==> src/cfg_consts.svh <==
// Codes assume a 64-bit stream with 3DW Cfg headers; the timeout count is in com_cclk cycles
`ifndef CFG_CONSTS_SVH
`define CFG_CONSTS_SVH

// TLP format and type codes
`define CFG_FMT_RD         3'b000      // 3DW without data
`define CFG_FMT_WR         3'b010      // 3DW with data
`define CFG_TYPE_HI        4'b0010     // Type[4:1], Type[0] from cfg_type
`define MSG_FMT            3'b011      // 4DW with data
`define MSG_TYPE           5'b10100    // Terminate at receiver
`define MSG_CODE_SPL       8'h50       // Set_Slot_Power_Limit
`define TLP_LEN_ONE        10'd1       // Single DW payload

// Stream byte strobes
`define STRB_FULL          8'hFF
`define STRB_LOW           8'h0F       // Lower DW only

// Rx user sideband
`define RX_TUSER_W         22
`define RX_SOF_BIT         14          // Start of frame flag

// About 50 us at 125 MHz
`define CPL_TIMEOUT_CYCLES 32'd6250

`endif

==> src/cfg_pkg.sv <==
// Types fixed for the 64-bit datapath and 3-bit rolling tags
`default_nettype none

package cfg_pkg;

  typedef logic [2:0]  tag_t;          // Rolling request tag
  typedef logic [2:0]  cpl_status_t;   // Completion status field
  typedef logic [63:0] beat_t;         // One stream data word
  typedef logic [7:0]  strb_t;         // Byte strobe per beat

  typedef enum logic [1:0] {
    resp_okay   = 2'b00,
    resp_slverr = 2'b10                // Failed or timed-out request
  } axi_resp_t;

endpackage

`default_nettype wire

==> src/axil_req_ctl.sv <==
// One request outstanding at a time; a write starts only when awvalid and wvalid are both high
`default_nettype none

module axil_req_ctl (
  input  logic                 com_cclk,
  input  logic                 com_sysrst,
  input  logic                 s_axi_ctl_awvalid,
  output logic                 s_axi_ctl_awready,
  input  logic                 s_axi_ctl_wvalid,
  output logic                 s_axi_ctl_wready,
  output logic                 s_axi_ctl_bvalid,
  output cfg_pkg::axi_resp_t   s_axi_ctl_bresp,
  input  logic                 s_axi_ctl_bready,
  input  logic                 s_axi_ctl_arvalid,
  output logic                 s_axi_ctl_arready,
  output logic                 s_axi_ctl_rvalid,
  output logic [31:0]          s_axi_ctl_rdata,
  output cfg_pkg::axi_resp_t   s_axi_ctl_rresp,
  input  logic                 s_axi_ctl_rready,
  input  logic                 cpl_match,        // Status and payload valid with it
  input  cfg_pkg::cpl_status_t cpl_status_q,
  input  logic [31:0]          cpl_payload,
  input  logic                 timeout_hit,
  input  logic                 msg_done,
  output logic                 wr_accept,
  output logic                 rd_accept,
  output logic                 resp_done,
  output cfg_pkg::cpl_status_t cpl_status,
  output logic                 msg_sent
);

  import cfg_pkg::*;

  logic      request_in_progress;   // Ready pulse until b/r handshake
  logic      rd_req;                // Open request is a read
  logic      resp_issued;           // b/r loaded so later results drop
  logic      result_take;           // Result for the open request
  axi_resp_t cpl_resp;              // Response from completion status

  assign wr_accept   = s_axi_ctl_awready && s_axi_ctl_awvalid;
  assign rd_accept   = s_axi_ctl_arready && s_axi_ctl_arvalid;
  assign resp_done   = (s_axi_ctl_bvalid && s_axi_ctl_bready) ||
                       (s_axi_ctl_rvalid && s_axi_ctl_rready);
  assign result_take = request_in_progress && !resp_issued &&
                       (cpl_match || timeout_hit || msg_done);
  assign cpl_resp    = (cpl_status_q == '0) ? resp_okay : resp_slverr;

  always_ff @(posedge com_cclk) begin
    if (com_sysrst) begin
      s_axi_ctl_awready   <= 1'b0;
      s_axi_ctl_wready    <= 1'b0;
      s_axi_ctl_arready   <= 1'b0;
      s_axi_ctl_bvalid    <= 1'b0;
      s_axi_ctl_bresp     <= resp_okay;
      s_axi_ctl_rvalid    <= 1'b0;
      s_axi_ctl_rresp     <= resp_okay;
      request_in_progress <= 1'b0;
      rd_req              <= 1'b0;
      resp_issued         <= 1'b0;
      cpl_status          <= '0;
      msg_sent            <= 1'b0;
    end else begin
      s_axi_ctl_awready <= 1'b0;                // Ready pulses last one cycle
      s_axi_ctl_wready  <= 1'b0;
      s_axi_ctl_arready <= 1'b0;
      if (!request_in_progress) begin
        if (s_axi_ctl_awvalid && s_axi_ctl_wvalid) begin   // Write wins over read
          s_axi_ctl_awready   <= 1'b1;
          s_axi_ctl_wready    <= 1'b1;
          request_in_progress <= 1'b1;
          rd_req              <= 1'b0;
        end else if (s_axi_ctl_arvalid) begin
          s_axi_ctl_arready   <= 1'b1;
          request_in_progress <= 1'b1;
          rd_req              <= 1'b1;
        end
      end
      if (result_take) begin
        resp_issued <= 1'b1;
        if (msg_done) begin                     // Message needs no completion
          s_axi_ctl_bvalid <= 1'b1;
          s_axi_ctl_bresp  <= resp_okay;
          msg_sent         <= 1'b1;
        end else if (timeout_hit) begin
          if (rd_req) begin
            s_axi_ctl_rvalid <= 1'b1;
            s_axi_ctl_rresp  <= resp_slverr;
          end else begin
            s_axi_ctl_bvalid <= 1'b1;
            s_axi_ctl_bresp  <= resp_slverr;
          end
        end else begin
          cpl_status <= cpl_status_q;           // Visible with the response
          if (rd_req) begin
            s_axi_ctl_rvalid <= 1'b1;
            s_axi_ctl_rresp  <= cpl_resp;
          end else begin
            s_axi_ctl_bvalid <= 1'b1;
            s_axi_ctl_bresp  <= cpl_resp;
          end
        end
      end
      if (resp_done) begin                      // Back to idle
        s_axi_ctl_bvalid    <= 1'b0;
        s_axi_ctl_rvalid    <= 1'b0;
        request_in_progress <= 1'b0;
        resp_issued         <= 1'b0;
        cpl_status          <= '0;
        msg_sent            <= 1'b0;
      end
    end
  end

  // Read data cleared on timeout
  always_ff @(posedge com_cclk) begin
    if (result_take && rd_req) begin
      s_axi_ctl_rdata <= timeout_hit ? 32'h0 : cpl_payload;
    end
  end

endmodule

`default_nettype wire

==> src/cfg_tlp_tx.sv <==
// Takes one request at a time; sideband inputs are sampled as each beat is loaded
`default_nettype none
`include "cfg_consts.svh"

module cfg_tlp_tx (
  input  logic           com_cclk,
  input  logic           com_sysrst,
  input  logic           wr_accept,
  input  logic           rd_accept,
  input  logic [31:0]    s_axi_ctl_awaddr,
  input  logic [31:0]    s_axi_ctl_wdata,
  input  logic [3:0]     s_axi_ctl_wstrb,
  input  logic [31:0]    s_axi_ctl_araddr,
  input  logic           cfg_type,
  input  logic [15:0]    requester_id,
  input  logic           msg_req,
  input  logic [7:0]     slot_power_limit_value,
  input  logic [1:0]     slot_power_limit_scale,
  input  logic           cpl_match,
  output cfg_pkg::beat_t s_axis_cfg_tdata,
  output logic           s_axis_cfg_tvalid,
  output cfg_pkg::strb_t s_axis_cfg_tstrb,
  output logic           s_axis_cfg_tlast,
  input  logic           s_axis_cfg_tready,
  output logic           req_sent,
  output logic           msg_done,
  output cfg_pkg::tag_t  pending_tag,
  output logic           rd_pending
);

  import cfg_pkg::*;

  logic        is_msg;       // Power limit message in flight
  logic        is_rd;        // CfgRd in flight
  logic [1:0]  beat_cnt;     // Index of beat on the bus
  logic [31:0] addr_q;
  logic [31:0] wdata_q;
  tag_t        next_tag;     // Tag for the next Cfg request
  logic        hdr_msg;      // Message write being taken
  logic        cfg_start;    // Cfg request being taken
  logic        beat_fire;
  logic        last_fire;
  logic [2:0]  cfg_fmt;
  logic [3:0]  first_be;
  logic [31:0] addr_dw;      // Bus, device, function, register
  beat_t       hdr_beat;
  beat_t       next_beat;
  strb_t       next_strb;
  logic        next_last;

  assign hdr_msg   = wr_accept && msg_req;
  assign cfg_start = rd_accept || (wr_accept && !msg_req);
  assign beat_fire = s_axis_cfg_tvalid && s_axis_cfg_tready;
  assign last_fire = beat_fire && s_axis_cfg_tlast;
  assign req_sent  = last_fire && !is_msg;      // Starts the timer
  assign msg_done  = last_fire && is_msg;

  assign cfg_fmt   = wr_accept ? `CFG_FMT_WR : `CFG_FMT_RD;
  assign first_be  = wr_accept ? s_axi_ctl_wstrb : 4'hF;   // Reads fetch the whole DW
  assign addr_dw   = {addr_q[27:20], addr_q[19:15], addr_q[14:12], 4'b0000, addr_q[11:0]};

  // DW1 in the upper half, DW0 in the lower half
  always_comb begin
    if (hdr_msg) begin
      hdr_beat = {requester_id, 8'h00, `MSG_CODE_SPL,
                  `MSG_FMT, `MSG_TYPE, 14'b0, `TLP_LEN_ONE};
    end else begin
      hdr_beat = {requester_id, 5'b00000, next_tag, 4'b0000, first_be,
                  cfg_fmt, `CFG_TYPE_HI, cfg_type, 14'b0, `TLP_LEN_ONE};
    end
  end

  // Beat that follows the one on the bus
  always_comb begin
    next_last = 1'b1;
    if (!is_msg) begin
      next_beat = {(is_rd ? 32'h0 : wdata_q), addr_dw};
      next_strb = is_rd ? `STRB_LOW : `STRB_FULL;
    end else if (beat_cnt == 2'd0) begin
      next_beat = '0;                           // Message DW2/DW3 reserved
      next_strb = `STRB_FULL;
      next_last = 1'b0;
    end else begin
      next_beat = {32'h0, slot_power_limit_value, 6'b0, slot_power_limit_scale, 16'h0};
      next_strb = `STRB_LOW;
    end
  end

  always_ff @(posedge com_cclk) begin
    if (com_sysrst) begin
      s_axis_cfg_tvalid <= 1'b0;
      s_axis_cfg_tlast  <= 1'b0;
      s_axis_cfg_tstrb  <= '0;
      beat_cnt          <= 2'd0;
      is_msg            <= 1'b0;
      is_rd             <= 1'b0;
      next_tag          <= '0;
      pending_tag       <= '0;
      rd_pending        <= 1'b0;
    end else begin
      if (wr_accept || rd_accept) begin         // Header beat
        s_axis_cfg_tvalid <= 1'b1;
        s_axis_cfg_tlast  <= 1'b0;
        s_axis_cfg_tstrb  <= `STRB_FULL;
        beat_cnt          <= 2'd0;
        is_msg            <= hdr_msg;
        is_rd             <= rd_accept;
      end else if (last_fire) begin
        s_axis_cfg_tvalid <= 1'b0;
        s_axis_cfg_tlast  <= 1'b0;
        s_axis_cfg_tstrb  <= '0;
      end else if (beat_fire) begin             // Stalls hold the beat
        s_axis_cfg_tlast  <= next_last;
        s_axis_cfg_tstrb  <= next_strb;
        beat_cnt          <= beat_cnt + 2'd1;
      end
      if (cfg_start) begin                      // Messages keep the tag
        pending_tag <= next_tag;
        next_tag    <= next_tag + 3'd1;
      end
      if (rd_accept) begin
        rd_pending <= 1'b1;
      end else if (wr_accept || cpl_match) begin
        rd_pending <= 1'b0;
      end
    end
  end

  always_ff @(posedge com_cclk) begin
    if (wr_accept) begin
      addr_q  <= s_axi_ctl_awaddr;
      wdata_q <= s_axi_ctl_wdata;
    end else if (rd_accept) begin
      addr_q  <= s_axi_ctl_araddr;
    end
    if (wr_accept || rd_accept) begin
      s_axis_cfg_tdata <= hdr_beat;
    end else if (beat_fire && !s_axis_cfg_tlast) begin
      s_axis_cfg_tdata <= next_beat;
    end
  end

endmodule

`default_nettype wire

==> src/cpl_rx.sv <==
// Two-beat completions only; the SOF beat holds the status and the last beat the tag
`default_nettype none
`include "cfg_consts.svh"

module cpl_rx (
  input  logic                   com_cclk,
  input  logic                   com_sysrst,
  input  cfg_pkg::beat_t         m_axis_cfg_tdata,
  input  logic                   m_axis_cfg_tvalid,
  output logic                   m_axis_cfg_tready,
  input  cfg_pkg::strb_t         m_axis_cfg_tstrb,
  input  logic                   m_axis_cfg_tlast,
  input  logic [`RX_TUSER_W-1:0] m_axis_cfg_tuser,
  input  cfg_pkg::tag_t          pending_tag,
  input  logic                   rd_pending,     // Payload kept for reads only
  output logic                   cpl_match,
  output cfg_pkg::cpl_status_t   cpl_status_q,
  output logic [31:0]            cpl_payload
);

  import cfg_pkg::*;

  logic beat_fire;
  logic last_fire;
  tag_t cpl_tag;     // Tag in the final beat

  assign beat_fire = m_axis_cfg_tvalid && m_axis_cfg_tready;
  assign last_fire = beat_fire && m_axis_cfg_tlast;
  assign cpl_tag   = m_axis_cfg_tdata[10:8];

  always_ff @(posedge com_cclk) begin
    if (com_sysrst) begin
      m_axis_cfg_tready <= 1'b0;
      cpl_match         <= 1'b0;
      cpl_status_q      <= '0;
    end else begin
      cpl_match <= 1'b0;
      if (m_axis_cfg_tvalid) begin
        m_axis_cfg_tready <= 1'b1;
      end
      if (last_fire) begin                    // Stale tags drained silently
        m_axis_cfg_tready <= 1'b0;
        cpl_match         <= (cpl_tag == pending_tag);
      end
      if (beat_fire && m_axis_cfg_tuser[`RX_SOF_BIT]) begin
        cpl_status_q <= m_axis_cfg_tdata[47:45];
      end
    end
  end

  always_ff @(posedge com_cclk) begin
    if (last_fire) begin
      if (!rd_pending) begin
        cpl_payload <= 32'h0;
      end else if (m_axis_cfg_tstrb == `STRB_FULL) begin
        cpl_payload <= m_axis_cfg_tdata[63:32];
      end else begin
        cpl_payload <= m_axis_cfg_tdata[31:0];
      end
    end
  end

endmodule

`default_nettype wire

==> src/cpl_timer.sv <==
// Single fixed timeout; only Cfg requests start it and the b/r handshake clears it
`default_nettype none
`include "cfg_consts.svh"

module cpl_timer (
  input  logic com_cclk,
  input  logic com_sysrst,
  input  logic req_sent,
  input  logic resp_done,
  output logic timeout_hit,
  output logic cfg_timeout
);

  import cfg_pkg::*;

  logic [31:0] timer_value;   // Cycles since the request left
  logic        running;

  assign timeout_hit = running && (timer_value == `CPL_TIMEOUT_CYCLES);

  always_ff @(posedge com_cclk) begin
    if (com_sysrst) begin
      timer_value <= '0;
      running     <= 1'b0;
      cfg_timeout <= 1'b0;
    end else begin
      if (running) begin
        timer_value <= timer_value + 32'd1;
      end
      if (timeout_hit) begin            // Single pulse with the level held
        running     <= 1'b0;
        cfg_timeout <= 1'b1;
      end
      if (req_sent) begin
        running     <= 1'b1;
        timer_value <= 32'd1;
      end
      if (resp_done) begin
        running     <= 1'b0;
        timer_value <= '0;
        cfg_timeout <= 1'b0;
      end
    end
  end

endmodule

`default_nettype wire

==> src/cfg_bridge_top.sv <==
// Root port only, 64-bit stream, single clock; one configuration request outstanding at a time
`default_nettype none
`include "cfg_consts.svh"

module cfg_bridge_top (
  input  logic                   com_cclk,
  input  logic                   com_sysrst,
  input  logic [31:0]            s_axi_ctl_awaddr,
  input  logic                   s_axi_ctl_awvalid,
  output logic                   s_axi_ctl_awready,
  input  logic [31:0]            s_axi_ctl_wdata,
  input  logic [3:0]             s_axi_ctl_wstrb,
  input  logic                   s_axi_ctl_wvalid,
  output logic                   s_axi_ctl_wready,
  output cfg_pkg::axi_resp_t     s_axi_ctl_bresp,
  output logic                   s_axi_ctl_bvalid,
  input  logic                   s_axi_ctl_bready,
  input  logic [31:0]            s_axi_ctl_araddr,
  input  logic                   s_axi_ctl_arvalid,
  output logic                   s_axi_ctl_arready,
  output logic [31:0]            s_axi_ctl_rdata,
  output cfg_pkg::axi_resp_t     s_axi_ctl_rresp,
  output logic                   s_axi_ctl_rvalid,
  input  logic                   s_axi_ctl_rready,
  output cfg_pkg::beat_t         s_axis_cfg_tdata,
  output logic                   s_axis_cfg_tvalid,
  input  logic                   s_axis_cfg_tready,
  output cfg_pkg::strb_t         s_axis_cfg_tstrb,
  output logic                   s_axis_cfg_tlast,
  input  cfg_pkg::beat_t         m_axis_cfg_tdata,
  input  logic                   m_axis_cfg_tvalid,
  output logic                   m_axis_cfg_tready,
  input  cfg_pkg::strb_t         m_axis_cfg_tstrb,
  input  logic                   m_axis_cfg_tlast,
  input  logic [`RX_TUSER_W-1:0] m_axis_cfg_tuser,
  input  logic                   cfg_type,
  input  logic [15:0]            requester_id,
  input  logic                   msg_req,
  input  logic [7:0]             slot_power_limit_value,
  input  logic [1:0]             slot_power_limit_scale,
  output logic                   msg_sent,
  output cfg_pkg::cpl_status_t   cpl_status,
  output logic                   cfg_timeout
);

  import cfg_pkg::*;

  logic        wr_accept;      // aw/w handshake
  logic        rd_accept;      // ar handshake
  logic        resp_done;      // b or r handshake
  logic        msg_done;       // Message last beat taken
  logic        req_sent;       // Cfg last beat taken
  tag_t        pending_tag;
  logic        rd_pending;
  logic        cpl_match;      // Also clears rd_pending in the tx side
  cpl_status_t cpl_status_q;
  logic [31:0] cpl_payload;
  logic        timeout_hit;

  // Port names match the nets above one to one
  axil_req_ctl u_axil_req_ctl (.*);
  cfg_tlp_tx   u_cfg_tlp_tx   (.*);
  cpl_rx       u_cpl_rx       (.*);
  cpl_timer    u_cpl_timer    (.*);

endmodule

`default_nettype wire

==> config.mk <==
export PLATFORM = sky130hd
export DESIGN_NAME = cfg_bridge_top
export DESIGN_NICKNAME = d
export VERILOG_FILES = /design/src/cfg_pkg.sv /design/src/axil_req_ctl.sv /design/src/cfg_tlp_tx.sv /design/src/cpl_rx.sv /design/src/cpl_timer.sv /design/src/cfg_bridge_top.sv
export VERILOG_INCLUDE_DIRS = /design/src
export SDC_FILE = /design/constraint.sdc
export NUM_CORES = 1
export LEC_CHECK = 0
export ABC_AREA = 1
export BUFFER_PORTS_ARGS = -buffer_cell sky130_fd_sc_hd__buf_2
export CORE_MARGIN = 3
export CORE_UTILIZATION = 55
export CTS_CLUSTER_SIZE = 30
export DETAILED_ROUTE_END_ITERATION = 8
export MAX_ROUTING_LAYER = met4
export PLACE_DENSITY = 0.85
export SLEW_MARGIN = 20
export SYNTH_ARGS = -nofsm -noshare
export SYNTH_HDL_FRONTEND = slang
export SYNTH_HIERARCHICAL = 1
export SYNTH_SLANG_ARGS = --single-unit
==> constraint.sdc <==
create_clock -name com_cclk -period 6.3 [get_ports com_cclk]
set_input_delay 0.63 -clock com_cclk [delete_from_list [all_inputs] [get_ports com_cclk]]
set_output_delay 0.63 -clock com_cclk [all_outputs]
set_load 0.1 [all_outputs]
### After elaboration in Yosys (flattened, before gate mapping)

Index checks and enable logic that the tools add are counted.

| word-level totals | value |
|---|---|
| flip-flop bits (word level) | 263 |
| input port bits | 232 |
| output and inout bits | 121 |

| cells by class | value |
|---|---|
| $add $sub $neg | 3 |
| equality and inequality tests | 4 |
| multiplexer cells | 43 |
| bitwise operators | 5 |
| reduce and logical (&&, ||, !) cells | 53 |

Operator list:

| operator | count |
|---|---|
| two-way mux 64 bit | 3 |
| two-way mux 32 bit | 3 |
| two-way mux 28 bit | 2 |
| two-way mux 8 bit | 6 |
| two-way mux 43 bit | 1 |
| adder 32 x 1 -> 32 bit (second input constant) | 1 |
| equality test 32 x 13 -> 1 bit (second input constant) | 1 |
| logical AND 1 bit | 19 |
| two-way mux 1 bit | 18 |
| two-way mux 2 bit | 9 |
| nonzero test 2 bit | 7 |
| OR reduction 2 bit | 5 |
| OR reduction 3 bit | 3 |
| equality test 8 bit (second input constant) | 1 |
| AND reduction 2 bit | 4 |
| logical OR 1 bit | 6 |
| AND reduction 3 bit | 2 |
| NOT 1 bit | 5 |
| zero test 1 bit | 4 |
| two-way mux 4 bit | 1 |
| adder 3 x 1 -> 3 bit (second input constant) | 1 |
| equality test 3 bit | 1 |
| zero test 3 bit | 1 |
| nonzero test 3 bit | 1 |
| other kinds (3) | 3 |

### Logic depth before layout (Yosys ltp)

| depth | value |
|---|---|
| depth after elaboration | 6 |
| mapped depth | 15 |
| gate-level depth less buffers | 14 |

### By module

Netlist, hierarchy kept.

Modules (own cells, without submodules):

| module | times used | cells an instance | area each (um^2) | seq. area each (um^2) |
|---|---|---|---|---|
| cfg_tlp_tx | 1 | 482 | 5,357.6 | 3,903.7 |
| cpl_rx | 1 | 238 | 2,020.7 | 1,061.0 |
| cpl_timer | 1 | 308 | 1,955.6 | 680.7 |
| axil_req_ctl | 1 | 178 | 1,823.0 | 1,221.2 |

### Worst setup path after synthesis

OpenSTA, ideal clock, no wires.

| timing | value |
|---|---|
| path type | register to register |
| start | reg, netlist name u_axil_req_ctl/s_axi_ctl_wready |
| end | reg u_cfg_tlp_tx.s_axis_cfg_tdata[0], enable pin |
| setup time | 0.420 ns |
| arrival time | 3.318 ns |
| path slack | 2.562 ns |
| cell stages (with the launch flop) | 5 |
| path buffers | 0 |
| clock period less this slack | 3.738 ns |
| cell sequence | dfxtp_1 > nand2_1 > inv_1 > nor2_4 > nand2_1 |

RTL lines:

| what | RTL line | text |
|---|---|---|
| end signal, assigned | cfg_tlp_tx.sv:137 | `s_axis_cfg_tdata <= hdr_beat;` |
| end signal, assigned | cfg_tlp_tx.sv:139 | `s_axis_cfg_tdata <= next_beat;` |
| end, declared | cfg_tlp_tx.sv:20 | `output cfg_pkg::beat_t s_axis_cfg_tdata,` |

### Worst setup path in the final report

| timing | value |
|---|---|
| start | reg u_cpl_timer.timer_value[6] |
| end | reg u_axil_req_ctl.s_axi_ctl_rdata[27], enable pin |

| on the way | value |
|---|---|
| cells in the longest elaborated chain, start to end | 6 |

RTL lines:

| what | RTL line | text |
|---|---|---|
| start, declared | cpl_timer.sv:16 | `logic [31:0] timer_value;` |
| start signal, assigned | cpl_timer.sv:28 | `timer_value <= timer_value + 32'd1;` |
| equality test 32 x 13 -> 1 bit (no source line) | - |  |
| logical AND 1 bit | cpl_timer.sv:19 | `` assign timeout_hit = running && (timer_value == `CPL_TIMEOUT_CYCLES); `` |
| net timeout_hit | cfg_bridge_top.sv:58 | `logic timeout_hit;` |
| logical OR 1 bit (2 in a row) | axil_req_ctl.sv:45 | `(cpl_match \|\| timeout_hit \|\| msg_done);` |
| logical AND 1 bit | axil_req_ctl.sv:44 | `assign result_take = request_in_progress && !resp_issued &&` |
| logical AND 1 bit | axil_req_ctl.sv:116 | `if (result_take && rd_req) begin` |
| end signal, assigned | axil_req_ctl.sv:117 | `s_axi_ctl_rdata <= timeout_hit ? 32'h0 : cpl_payload;` |
| end, declared | axil_req_ctl.sv:17 | `output logic [31:0] s_axi_ctl_rdata,` |

The timed path passes the listed nets, and every way through them passes these cells.
A chain may end at the register's enable or synchronous reset.

==> flow_summary.toml <==
[yosys]
synth_seq_cells = 251
avgSynthCellArea_um2 = 9.25
yosys.area.top_type = "edfxtp_1"
yosysMostFrequentCell = "nand2_1"
netlist.area_leader.share_pct = 49.5
synthTopCellsByCount = "336 x nand2_1, 184 x edfxtp_1, 167 x inv_1"
synth_warnings = 6
ys_async_sr_fraction_pct = 0
netlist_instances = 1206
netlist_area_um2 = 11200
synth-edff-count = 184
synthTopCellsByArea = "edfxtp_1 50%, dfxtp_1 12%, nand2_1 11%"
yosysSeqAreaShare_pct = 61.5
synth-main-ff-cell = "edfxtp_1"
ys_types = 37

[route]
drtIter0Drc = 486
ant_nets = 0
vias = 8841
wire_per_inst_um = 14.8
dr.pass1.iters = 4
viasPerCell = 4.91
drc_errors = 0
wl_mm = 26.6

[floorplanning]
dieHeight_um = 148
initial_core_util_pct = 56.6
die_x_um = 148
die-area_um2 = 22000
fp.coreArea_um2 = 19700
io_pins = 353
rows = 51

[timing]
fin_tns_setup_ns = 0
max_slew_margin_pct = 28.6
fmax_mhz = 324
finalCritPeriodShare_pct = 49.0
setup_viol = 0
rsz0062_at_grt = "no"
finalCriticalPeriod_ns = 3.09
slew_violations = 0
tightest_slew_ns = 1.07
finalClockSkew_ns = 0.00973
hold_violations = 0

[setup_path]
crit_type = "register to register"
rrSetupSlack_ns = 3.21
worst_ep_required_time_ns = 6.43
endpoint_kind = "register"
worstRegToRegCells = 10
cp_max_fo = 34
start_kind = "register"
arrival_ns = 3.21
r2r-start = "u_cpl_timer/timer_value[6]"
timing.rr.end = "u_axil_req_ctl/s_axi_ctl_rdata[27]"

[grt]
grtUsageTotal_pct = 24.0
grt_max_degree = 65
first_global_vias = 8231
antenna_found_initial = 3
grt_overflow = 0
grt_pass1_wl_mm = 41.2

[cts]
cts_buffer_depth = 3
numClockSinks = 251
cts-root-buf = "clkbuf_16"
cts.htree.levels = 1
cts_tree = "done"
path_clk_slew_ns = 0.06
cts_setup_buffers = 0
hold_buffers = 0
cts_made_buffers = 26
cts.repair.resized = 0
insertion_delay_ns = 0.51

[placement]
place_inst = 1750
portBuffers = 317
place_congestion = 0.879
dpl.hpwl_mm = 19.6

[power]
power.leakage_uw = 0.00620
vdd_drop_max_uv = 183
total_power_uw = 3760
powerDensity_nw_per_um2 = 275

[min_path]
hold_end = "u_cfg_tlp_tx/wdata_q[1]"
worstHoldPathCells = 1
hold_path_class = "input pin to register"
worstHoldStart = "s_axi_ctl_wdata[1]"

[final_layout]
finalNonFillerCells = 1801
area_delta_synth_final_pct = 22.6
nNetsFinal = 1751
drive_gt1_share_pct = 26.2

[run]
cap_violations = 0

[status]
status = "finished clean"
==> layer usage <==
metal	vias to the layer above	share of wire, %	track usage, %
met3	63	7.1	4.20
met5	-	0	-
li1	4474	-	-
met1	3971	38	28.3
met2	333	52	42.2
met4	0	3.0	7.48
==> flip-flops by register name (all words and copies together), names as in the netlist, 2 cells and up <==
register	cells
u_cfg_tlp_tx/s_axis_cfg_tdata	60
u_axil_req_ctl/s_axi_ctl_rdata	32
u_cfg_tlp_tx/wdata_q	32
u_cpl_rx/cpl_payload	32
u_cpl_timer/timer_value	32
u_cfg_tlp_tx/addr_q	28
u_axil_req_ctl/cpl_status	3
u_cfg_tlp_tx/next_tag	3
u_cfg_tlp_tx/pending_tag	3
u_cpl_rx/cpl_status_q	3
u_cfg_tlp_tx/beat_cnt	2
u_cfg_tlp_tx/s_axis_cfg_tstrb	2
==> cell type report <==
type,count,area [um2]
flip-flops and latches,251,6870
clock inverters,15,144
repair buffers,322,1640
multi-input cells,741,3340
well taps,265,332
inverters,172,646
clock buffers,32,694
diodes,3,7.51
fillers,1484,6040
==> power by group <==
| group | total [uW] | internal (uW) | leakage (uW) | switching [uW] |
|---|---|---|---|---|
| Combinational | 427 | 96.9 | 0.00360 | 331 |
| Sequential | 1840 | 1820 | 0.00220 | 17.9 |
| Clock | 1490 | 899 | 0.000404 | 595 |
| Total | 3760 | 2820 | 0.00620 | 943 |
==> layout by cell type, fill, tap and decap left out, types with 2 or more instances in the layout <==
cell type	instances
inv_2	6
buf_4	4
buf_2	317
nand2_2	11
nor2_4	11
nand3_1	64
edfxtp_1	184
o21ai_0	20
clkbuf_16	27
ha_1	5
diode_2	3
nor3_1	9
xnor2_1	3
clkinv_2	3
nand3_2	3
nor2_8	3
bufinv_16	3
clkinv_1	8
inv_1	165
clkbuf_1	5
nand2_1	335
o21ai_1	2
nand4_1	15
dfxtp_1	66
conb_1	6
a21oi_1	72
nor2_1	165
nor2_2	5
==> worst max-delay path by stage <==
| stage | end | from | cells after the start | slack (ns) |
|---|---|---|---|---|
| final | u_axil_req_ctl/s_axi_ctl_rdata[27] | u_cpl_timer/timer_value[6] | 10 | 3.21 |
| after global placement | u_axil_req_ctl/s_axi_ctl_rdata[11] | u_cpl_timer/timer_value[6] | 10 | 3.12 |
| after detailed placement | u_axil_req_ctl/s_axi_ctl_rdata[24] | u_cpl_timer/timer_value[6] | 10 | 2.99 |
| after CTS | u_axil_req_ctl/s_axi_ctl_rdata[0] | u_cpl_timer/timer_value[6] | 10 | 2.98 |
| after floorplan | u_cfg_tlp_tx/s_axis_cfg_tdata[0] | u_axil_req_ctl/s_axi_ctl_wready | 4 | 2.56 |
| after global routing | u_axil_req_ctl/s_axi_ctl_rdata[17] | u_cpl_timer/timer_value[6] | 10 | 2.89 |
==> critical path, stage by stage, from the launching register on <==
cell	delay, ns
dfxtp_1	0.39
nand2_1	0.13
nor2_1	0.13
nand2_1	0.06
nor2_1	0.18
nand3_1	0.15
clkinv_1	0.58
nor2_4	0.13
nand2_4	0.12
nand2_1	0.10
nor2_4	0.72
==> stage by stage <==
step                      worst slack (ns)  area, um2  utilization (%)  hold slack [ns]
final                                 3.21      13700             69.3            0.290
after global routing                  2.89      13700             69.3            0.279
after CTS                             2.98      13600             69.2            0.271
after detailed placement              2.99      12800             64.9            0.440
after global placement                3.12      12800             64.9            0.440
after floorplan                       2.56      11200                -            0.438
==> cell families (layout without fill, tap and decap cells) <==
family / Yosys count / in the layout / synth area share, %
DFF: 251 / 251 / 61.5
AOI/OAI and AO/OA: 98 / 98 / 4.49
and+or+nand+nor: 628 / 628 / 24.3
buffers and inverters: 218 / 541 / 8.76
xor gates and xnor gates: 4 / 4 / 0.314
other: 2 / 9 / 0.0673
adders and majority gates: 5 / 5 / 0.561
No activity file was read; power rests on OpenSTA's default activity.
